===== config.mk =====
export PLATFORM = sky130hd
export DESIGN_NAME = memCtrl
export DESIGN_NICKNAME = d
export VERILOG_FILES = /design/src/hdl/memCtrlPkg.sv /design/src/hdl/memArbiter.sv /design/src/hdl/byteSequencer.sv /design/src/hdl/memCtrl.sv
export SDC_FILE = /design/constraint.sdc
export NUM_CORES = 1
export LEC_CHECK = 0
export BUFFER_PORTS_ARGS = -buffer_cell sky130_fd_sc_hd__clkbuf_2
export CAP_MARGIN = 5
export CORE_MARGIN = 2
export CORE_UTILIZATION = 30
export CTS_CLUSTER_DIAMETER = 50
export CTS_CLUSTER_SIZE = 28
export DETAILED_ROUTE_END_ITERATION = 12
export PLACE_DENSITY = 0.5
export RECOVER_POWER = 100
export REMOVE_ABC_BUFFERS = 1
export SLEW_MARGIN = 40
export SYNTH_ARGS = -nofsm -noshare
export SYNTH_HDL_FRONTEND = slang
export SYNTH_HIERARCHICAL = 1
export SYNTH_SLANG_ARGS = --single-unit

===== constraint.sdc =====
create_clock -name clk -period 5.9 [get_ports clk]
set_input_delay 0 -clock clk [delete_from_list [all_inputs] [get_ports clk]]
set_output_delay 0 -clock clk [all_outputs]
set_load 0.005 [all_outputs]

===== src/hdl/memCtrlPkg.sv =====
`default_nettype none

package memCtrlPkg;

    // bus widths
    localparam int ADDR_W = 32;
    localparam int WORD_W = 32;
    localparam int BYTE_W = 8;

    // byte lanes in one word
    localparam int LANES = WORD_W / BYTE_W;

    typedef logic [$clog2(LANES)-1:0] byteIdx_t;

    // transfer length in bytes, only 1, 2 or 4 are legal
    typedef logic [2:0] xferLen_t;

    // an instruction fetch is always a full word
    localparam xferLen_t FETCH_LEN = 3'd4;

    // who holds the memory right now
    typedef enum logic [1:0] {
        ownerNone  = 2'd0,
        ownerData  = 2'd1,
        ownerFetch = 2'd2
    } memOwner_t;

    // one client transfer
    typedef struct packed {
        logic [ADDR_W-1:0] addr;
        logic [WORD_W-1:0] wdata;
        xferLen_t          len;
        logic              isStore;
    } memReq_t;

    // byte-wide port towards the RAM
    typedef struct packed {
        logic [ADDR_W-1:0] addr;
        logic [BYTE_W-1:0] wdata;
        logic              write;
    } memPort_t;

endpackage

`default_nettype wire


===== src/hdl/memArbiter.sv =====
`timescale 1ns/1ns
`default_nettype none

module memArbiter
    import memCtrlPkg::*;
(
    input  logic              clk,
    input  logic              rst,
    input  logic              advance,

    input  logic              fetchEn,
    input  logic [ADDR_W-1:0] fetchAddr,
    input  logic              dataEn,
    input  memReq_t           dataReq,

    input  logic              finishPulse,
    input  logic [WORD_W-1:0] rdata,

    output logic              startPulse,
    output memReq_t           cmd,
    output memOwner_t         busyOwner,

    output logic              fetchDone,
    output logic [WORD_W-1:0] fetchInst,
    output logic              dataDone,
    output logic [WORD_W-1:0] dataRdata
);

    memOwner_t owner;
    logic      canGrant;

    // idle, or in the last cycle of the running transfer
    assign canGrant = (owner == ownerNone) || finishPulse;

    always_ff @(posedge clk) begin
        if (rst) begin
            owner      <= ownerNone;
            startPulse <= 1'b0;
        end else if (advance) begin
            startPulse <= 1'b0;
            if (canGrant) begin
                // data unit wins a tie
                if (dataEn) begin
                    owner      <= ownerData;
                    startPulse <= 1'b1;
                end else if (fetchEn) begin
                    owner      <= ownerFetch;
                    startPulse <= 1'b1;
                end else begin
                    owner <= ownerNone;
                end
            end
        end
    end

    // latch the winning request, a fetch becomes a word load
    always_ff @(posedge clk) begin
        if (advance && canGrant) begin
            if (dataEn) begin
                cmd <= dataReq;
            end else if (fetchEn) begin
                cmd <= '{addr: fetchAddr, wdata: '0, len: FETCH_LEN, isStore: 1'b0};
            end
        end
    end

    assign busyOwner = owner;

    // reply goes to whoever owns the transfer
    assign fetchDone = advance && finishPulse && (owner == ownerFetch);
    assign dataDone  = advance && finishPulse && (owner == ownerData);

    assign fetchInst = (owner == ownerFetch) ? rdata : '0;

    // stores return nothing
    assign dataRdata = (owner == ownerData && !cmd.isStore) ? rdata : '0;

endmodule

`default_nettype wire


===== src/hdl/byteSequencer.sv =====
`timescale 1ns/1ns
`default_nettype none

module byteSequencer
    import memCtrlPkg::*;
(
    input  logic              clk,
    input  logic              rst,
    input  logic              advance,

    input  logic              startPulse,
    input  memReq_t           cmd,

    output memPort_t          memPort,
    input  logic [BYTE_W-1:0] memRdata,

    output logic              finishPulse,
    output logic [WORD_W-1:0] rdata
);

    // control state
    logic     active;
    byteIdx_t count;
    logic     inFlight;

    // latched command
    logic [ADDR_W-1:0] baseAddr;
    logic [WORD_W-1:0] storeData;
    byteIdx_t          lastIdx;
    logic              isStore;

    // byte read that is one cycle in flight
    byteIdx_t          flightLane;
    logic              flightLast;

    // load result, built one lane at a time
    logic [WORD_W-1:0] asmWord;

    logic     lastByte;
    byteIdx_t portIdx;
    logic     finishNext;

    assign lastByte = (count == lastIdx);

    // finishes on the last captured read, or on the last store byte
    assign finishNext = (inFlight && flightLast) || (active && isStore && lastByte);

    always_ff @(posedge clk) begin
        if (rst) begin
            active      <= 1'b0;
            count       <= '0;
            inFlight    <= 1'b0;
            finishPulse <= 1'b0;
        end else if (advance) begin
            finishPulse <= finishNext;
            if (startPulse) begin
                active   <= 1'b1;
                count    <= '0;
                inFlight <= 1'b0;
            end else if (active) begin
                // loads have a read in flight after each issue
                inFlight <= !isStore;
                if (lastByte) begin
                    active <= 1'b0;
                end else begin
                    count <= count + 1'b1;
                end
            end else begin
                inFlight <= 1'b0;
            end
        end
    end

    always_ff @(posedge clk) begin
        if (advance) begin
            if (startPulse) begin
                baseAddr  <= cmd.addr;
                storeData <= cmd.wdata;
                lastIdx   <= byteIdx_t'(cmd.len - 3'd1);
                isStore   <= cmd.isStore;
                // upper lanes of short loads read as zero
                asmWord   <= '0;
            end else if (inFlight) begin
                asmWord[BYTE_W*flightLane +: BYTE_W] <= memRdata;
            end

            if (active) begin
                flightLane <= count;
                flightLast <= lastByte;
            end
        end
    end

    // while frozen, keep the pending read address on the port so the
    // RAM still presents that byte when the pipeline moves again
    assign portIdx = (!advance && inFlight) ? flightLane : count;

    always_comb begin
        memPort.addr  = baseAddr + ADDR_W'(portIdx);
        memPort.wdata = storeData[BYTE_W*count +: BYTE_W];
        memPort.write = active && isStore && advance;
    end

    assign rdata = asmWord;

endmodule

`default_nettype wire


===== src/hdl/memCtrl.sv =====
`timescale 1ns/1ns
`default_nettype none

module memCtrl
    import memCtrlPkg::*;
(
    input  logic              clk,
    input  logic              rst,
    input  logic              rdy,
    input  logic              ioBufferFull,

    // instruction fetch client
    input  logic              fetchEn,
    input  logic [ADDR_W-1:0] fetchAddr,
    output logic              fetchDone,
    output logic [WORD_W-1:0] fetchInst,

    // load/store client
    input  logic              dataEn,
    input  memReq_t           dataReq,
    output logic              dataDone,
    output logic [WORD_W-1:0] dataRdata,

    // byte-wide RAM
    output memPort_t          memPort,
    input  logic [BYTE_W-1:0] memRdata,

    output memOwner_t         busyOwner
);

    logic              advance;
    logic              startPulse;
    memReq_t           cmd;
    logic              finishPulse;
    logic [WORD_W-1:0] rdata;

    // whole controller holds while the cpu stalls or io is full
    assign advance = rdy && !ioBufferFull;

    memArbiter u_memArbiter (
        .clk        (clk),
        .rst        (rst),
        .advance    (advance),
        .fetchEn    (fetchEn),
        .fetchAddr  (fetchAddr),
        .dataEn     (dataEn),
        .dataReq    (dataReq),
        .finishPulse(finishPulse),
        .rdata      (rdata),
        .startPulse (startPulse),
        .cmd        (cmd),
        .busyOwner  (busyOwner),
        .fetchDone  (fetchDone),
        .fetchInst  (fetchInst),
        .dataDone   (dataDone),
        .dataRdata  (dataRdata)
    );

    byteSequencer u_byteSequencer (
        .clk        (clk),
        .rst        (rst),
        .advance    (advance),
        .startPulse (startPulse),
        .cmd        (cmd),
        .memPort    (memPort),
        .memRdata   (memRdata),
        .finishPulse(finishPulse),
        .rdata      (rdata)
    );

endmodule

`default_nettype wire


==> results of run 1 <==
[where the power goes]
part	leakage, uW	switching [uW]	internal [uW]	total (uW)
combinational	0.00232	84.6	119	204
sequential	0.00162	12.0	1410	1420
clock	0.000308	583	595	1180
total	0.00425	680	2130	2810
[stage by stage]
stage | hold WS [ns] | cell area (sq um) | total power, uW | std cells
CTS | 0.04898 | 11330 | 2852 | 1277
floorplan | 0.06907 | 7951 | 1512 | 566
global route | 0.2880 | 11200 | 2920 | 1277
detailed placement | 0.2855 | 9568 | 1598 | 1133
finish | 0.2399 | 11200 | 2806 | 1277
global placement | 0.2862 | 9524 | 1595 | 1132
[final timing paths]
| path | from | endpoint | slack [ns] | cells after the start |
|---|---|---|---|---|
| setup / recovery | ioBufferFull | u_memArbiter/cmd[40] | 1.59 | 5 |
| hold / removal | rdy | u_byteSequencer/active | 0.24 | 4 |
| setup reg to reg | u_memArbiter/startPulse | u_byteSequencer/baseAddr[13] | 2.21 | 4 |
| hold reg to reg | u_memArbiter/cmd[47] | u_byteSequencer/baseAddr[11] | 0.42 | 0 |
[worst max-delay path, cell delays in order]
cell	delay, ns
dlygate4sd3_1	0.54
clkbuf_2	0.10
nor2b_1	0.76
o221a_1	1.34
clkbuf_1	1.54
[area by class of cell]
type	count	share of cell area
sequential	177	0.4674
timing repair buffer	338	0.1973
clock buffer	17	0.03798
multi-input combinational	382	0.2380
tap	341	0.03809
clock inverter	15	0.01888
inverter	7	0.002346
[placed cells by master (no fill, tap or decap), drive strengths merged, types with 2 or more instances in the layout]
master / count
dfxtp: 8
xnor2: 24
a21oi: 39
ha: 7
nor2b: 36
nand3: 9
and4: 3
nor2: 43
inv: 16
mux2: 33
and3: 6
xor2: 9
edfxtp: 169
clkbuf: 242
nand2b: 3
nand4: 16
or2: 2
nor3: 5
clkinv: 6
and2: 102
o21ai: 3
mux4: 8
dlygate4sd3: 112
nand2: 17
[state kept, by name, summed over array words and instances, names as in the netlist, 2 cells and up]
register,flops
u_byteSequencer/baseAddr,32
u_byteSequencer/count,2
u_byteSequencer/flightLane,2
u_byteSequencer/lastIdx,2
u_byteSequencer/rdata,32
u_byteSequencer/storeData,32
u_memArbiter/busyOwner,2
u_memArbiter/cmd,67
[layer usage]
layer / wire length, um / vias to the layer above / GRT usage
met2: 8802 / 190 / 0.2220
met5: 0 / - / 0
met1: 8151 / 2641 / 0.1611
met3: 1228 / 16 / 0.04067
li1: - / 2794 / -
met4: 199 / 0 / 0.03823
==> impl_metrics.ini, run 1 <==
[grt]
grt_max_degree = 70
antenna_found_initial = 0
grt_remaining_overflow = 0
grt_pass1_vias = 5602
grt_pass1_wl_um = 29170
grt.total_usage = 0.1311

[critical_path]
path_class = in2reg
startpoint_type = primary input
required_ns = 5.90
crit_arrival_ns = 4.31
crit_path_max_fanout = 37
crit_path_end_kind = flop

[clocking]
clkSlewWorstSetupHoldPaths_ns = 0.07
post-cts-setup-buffer-count = 0
insertion_delay_ns = 0.43
cts_tree = done
cts_max_path_buffers = 2
cts.sinks = 177
clockRootBuffer = clkbuf_16
cts_buffers = 17
cts_resized = 0
holdBufCountCts = 112
htreeDepth = 4

[timing]
fin_ws_ns = 1.591
setup_viol = 0
fin_skew_ns = 0.01451
finalSetupTns_ns = 0
period_share = 0.7304
min_period_ns = 4.309
relSlewSlack = -0.9362
slew_violations = 185
finalHoldViolCount = 0
rsz0062_at_grt = false
fmax_mhz = 232.1
worstMarginPinSlew_ns = 2.904

[floorplan]
core_sq_mm = 0.02673
rows = 60
die_x_um = 168.2
die_h_um = 168.2
start_util = 0.3027
io-pin-count = 223
dieArea_sq_mm = 0.02829

[routing]
drtAntennaViolNets = 0
dr_total_vias = 5641
route.detailed.drc = 0
routed_wirelength_um = 18380
wl_per_cell_um = 14.39
drt_iter0_markers = 252
firstDrtPassIters = 4
avgViaCountPerCell = 4.417

[final_layout]
layout.nets = 1045
multi_input_area_sq_mm = 0.002666
num_antenna_cells = 0
postLayoutCoreUtil = 0.4191
nFillCells = 2539
seq_area_sq_mm = 0.005235
drive_gt1_frac = 0.2511
area_growth_pct = 38.47

[pwr]
power.density_mw_per_mm2 = 250.5
power.leakage_uw = 0.004245
ir_drop_mv = 0.1823

[run]
drv_cap = 5

[placement]
io_buffers = 221
hpwl_um = 12520
globalplace.congestion = 0.7470
place_ws_ns = 2.754

[synthesis]
synth_warnings = 6
syn_area_sq_mm = 0.008089
synthCells = 591
syn_avg_cell_area_sq_um = 13.69

[outcome]
violations = max-capacitance violations, max-slew violations
status = finished, violations left

[min_path]
hold_path.class = in2reg
(Power assumes the default switching activity.)
==> run 2: changes to the inputs <==
clock period = 4.3 ns   (was 5.9 ns; I/O delays follow)
==> impl_metrics.ini, run 2 (synthesis results as in run 1) <==
[final_layout]
top_register = u_memArbiter/cmd
largest_reg_flops = 67
area_growth_pct = 38.22
drive_gt1_frac = 0.2529
final_cell_mix = clkbuf_2 (186), edfxtp_1 (169), dlygate4sd3_1 (111), and2_0 (66), nor2_1 (43)
num_antenna_cells = 0
layout.nets = 1046
nFillCells = 2567
postLayoutCoreUtil = 0.4184
final_common_cell = clkbuf_2

[routing]
drtAntennaViolNets = 0
routed_wirelength_um = 18360
wl_per_cell_um = 14.36
firstDrtPassIters = 4
dr_total_vias = 5626
route.detailed.drc = 0
avgViaCountPerCell = 4.402
drt_iter0_markers = 245

[grt]
grt_pass1_vias = 5637
grt_pass1_wl_um = 29490
grt_max_degree = 45
grt_remaining_overflow = 0
antenna_found_initial = 0
grt.total_usage = 0.1327

[run]
drv_cap = 6

[pwr]
power.leakage_uw = 0.004249
power.density_mw_per_mm2 = 338.2
ir_drop_mv = 0.2379

[critical_path]
critPathSlowestCell = dlymetal6s2s_1
worstPathBufferInverterCount = 1
startpoint_type = flop
required_ns = 4.32
crit_chain = nor2_1, o221a_1, dlymetal6s2s_1
cp_slowest_stage_delay_ns = 1.37
crit_family = buffers and inverters
crit_path_max_fanout = 38
crit_arrival_ns = 3.48
path_class = reg2reg
crit_path_end_kind = flop

[timing]
finalHoldViolCount = 0
slew_violations = 222
finalSetupTns_ns = 0
fin_skew_ns = 0.01060
relSlewSlack = -0.3660
min_period_ns = 3.462
rsz0062_at_grt = false
fmax_mhz = 288.9
worstMarginPinSlew_ns = 2.049
setup_viol = 0
period_share = 0.8050

[floorplan]
io-pin-count = 223
core_sq_mm = 0.02673
rows = 60
die_h_um = 168.2
dieArea_sq_mm = 0.02829
start_util = 0.3027
die_x_um = 168.2

[clocking]
cts.sinks = 177
cts_tree = done
cts_max_path_buffers = 2
post-cts-setup-buffer-count = 0
cts_resized = 0
htreeDepth = 4
clkSlewWorstSetupHoldPaths_ns = 0.07
clockRootBuffer = clkbuf_16
insertion_delay_ns = 0.43
cts_buffers = 17

[min_path]
hold_path.class = in2reg

[outcome]
violations = max-capacitance violations, max-slew violations
status = finished, violations left

[placement]
globalplace.congestion = 0.7464
hpwl_um = 12620
io_buffers = 221
[run 2: layout make-up]
type                       instances  area (sq um)  area share
clock buffer                      17         425.4     0.03805
clock inverter                    15         177.7     0.01589
inverter                           7         26.28    0.002350
multi-input combinational        382          2670      0.2388
sequential                       177          5235      0.4682
tap                              341         426.7     0.03816
timing repair buffer             339          2220      0.1985
[run 2: path summary, 6_finish.rpt]
path,from,to,slack [ns],depth (start not counted)
hold reg to reg,u_memArbiter/cmd[7],u_byteSequencer/storeData[3],0.42,0
setup / recovery,u_memArbiter/busyOwner[1],u_memArbiter/cmd[40],0.84,3
hold / removal,ioBufferFull,u_byteSequencer/active,0.02,4
setup reg to reg,u_memArbiter/busyOwner[1],u_memArbiter/cmd[40],0.84,3
[run 2: where the power goes]
part / switching, uW / internal (uW) / leakage [uW]
logic: 117 / 163 / 0.00234
clock network: 753 / 795 / 0.000297
registers: 15.9 / 1940 / 0.00162
[run 2: tightest hold or removal path: stages]
cell      delay (ns)
clkbuf_2        0.10
nor2b_4         0.08
nand2_1         0.13
a21oi_1         0.08
[run 2: metrics by stage]
| step | area [sq um] | cells | setup slack, ns | hold WS [ns] | power (uW) |
|---|---|---|---|---|---|
| after global routing | 11180 | 1278 | 0.4272 | 0.01650 | 3947 |
| after global placement | 9538 | 1134 | 1.294 | 0.2852 | 2188 |
| after detailed placement | 9582 | 1135 | 1.531 | 0.2864 | 2193 |
| after floorplan | 7951 | 566 | 1.491 | 0.06907 | 2075 |
| after CTS | 11300 | 1278 | 1.063 | 0.0008952 | 3845 |
| final | 11180 | 1278 | 0.8383 | 0.01737 | 3782 |
[run 2: layer usage]
metal,track usage,part of all wire,wire length (um),vias to the layer above
met5,0,0,0,-
met1,0.1664,0.44,8093,2630
li1,-,-,-,2794
met4,0.03861,0.015,276,0
met3,0.04184,0.067,1235,18
met2,0.2206,0.48,8749,184
[run 2: repair_timing]
item	in CTS	in global routing
hold buffers	111	0
setup endpoints to repair	0	0
hold endpoints to repair	103	0
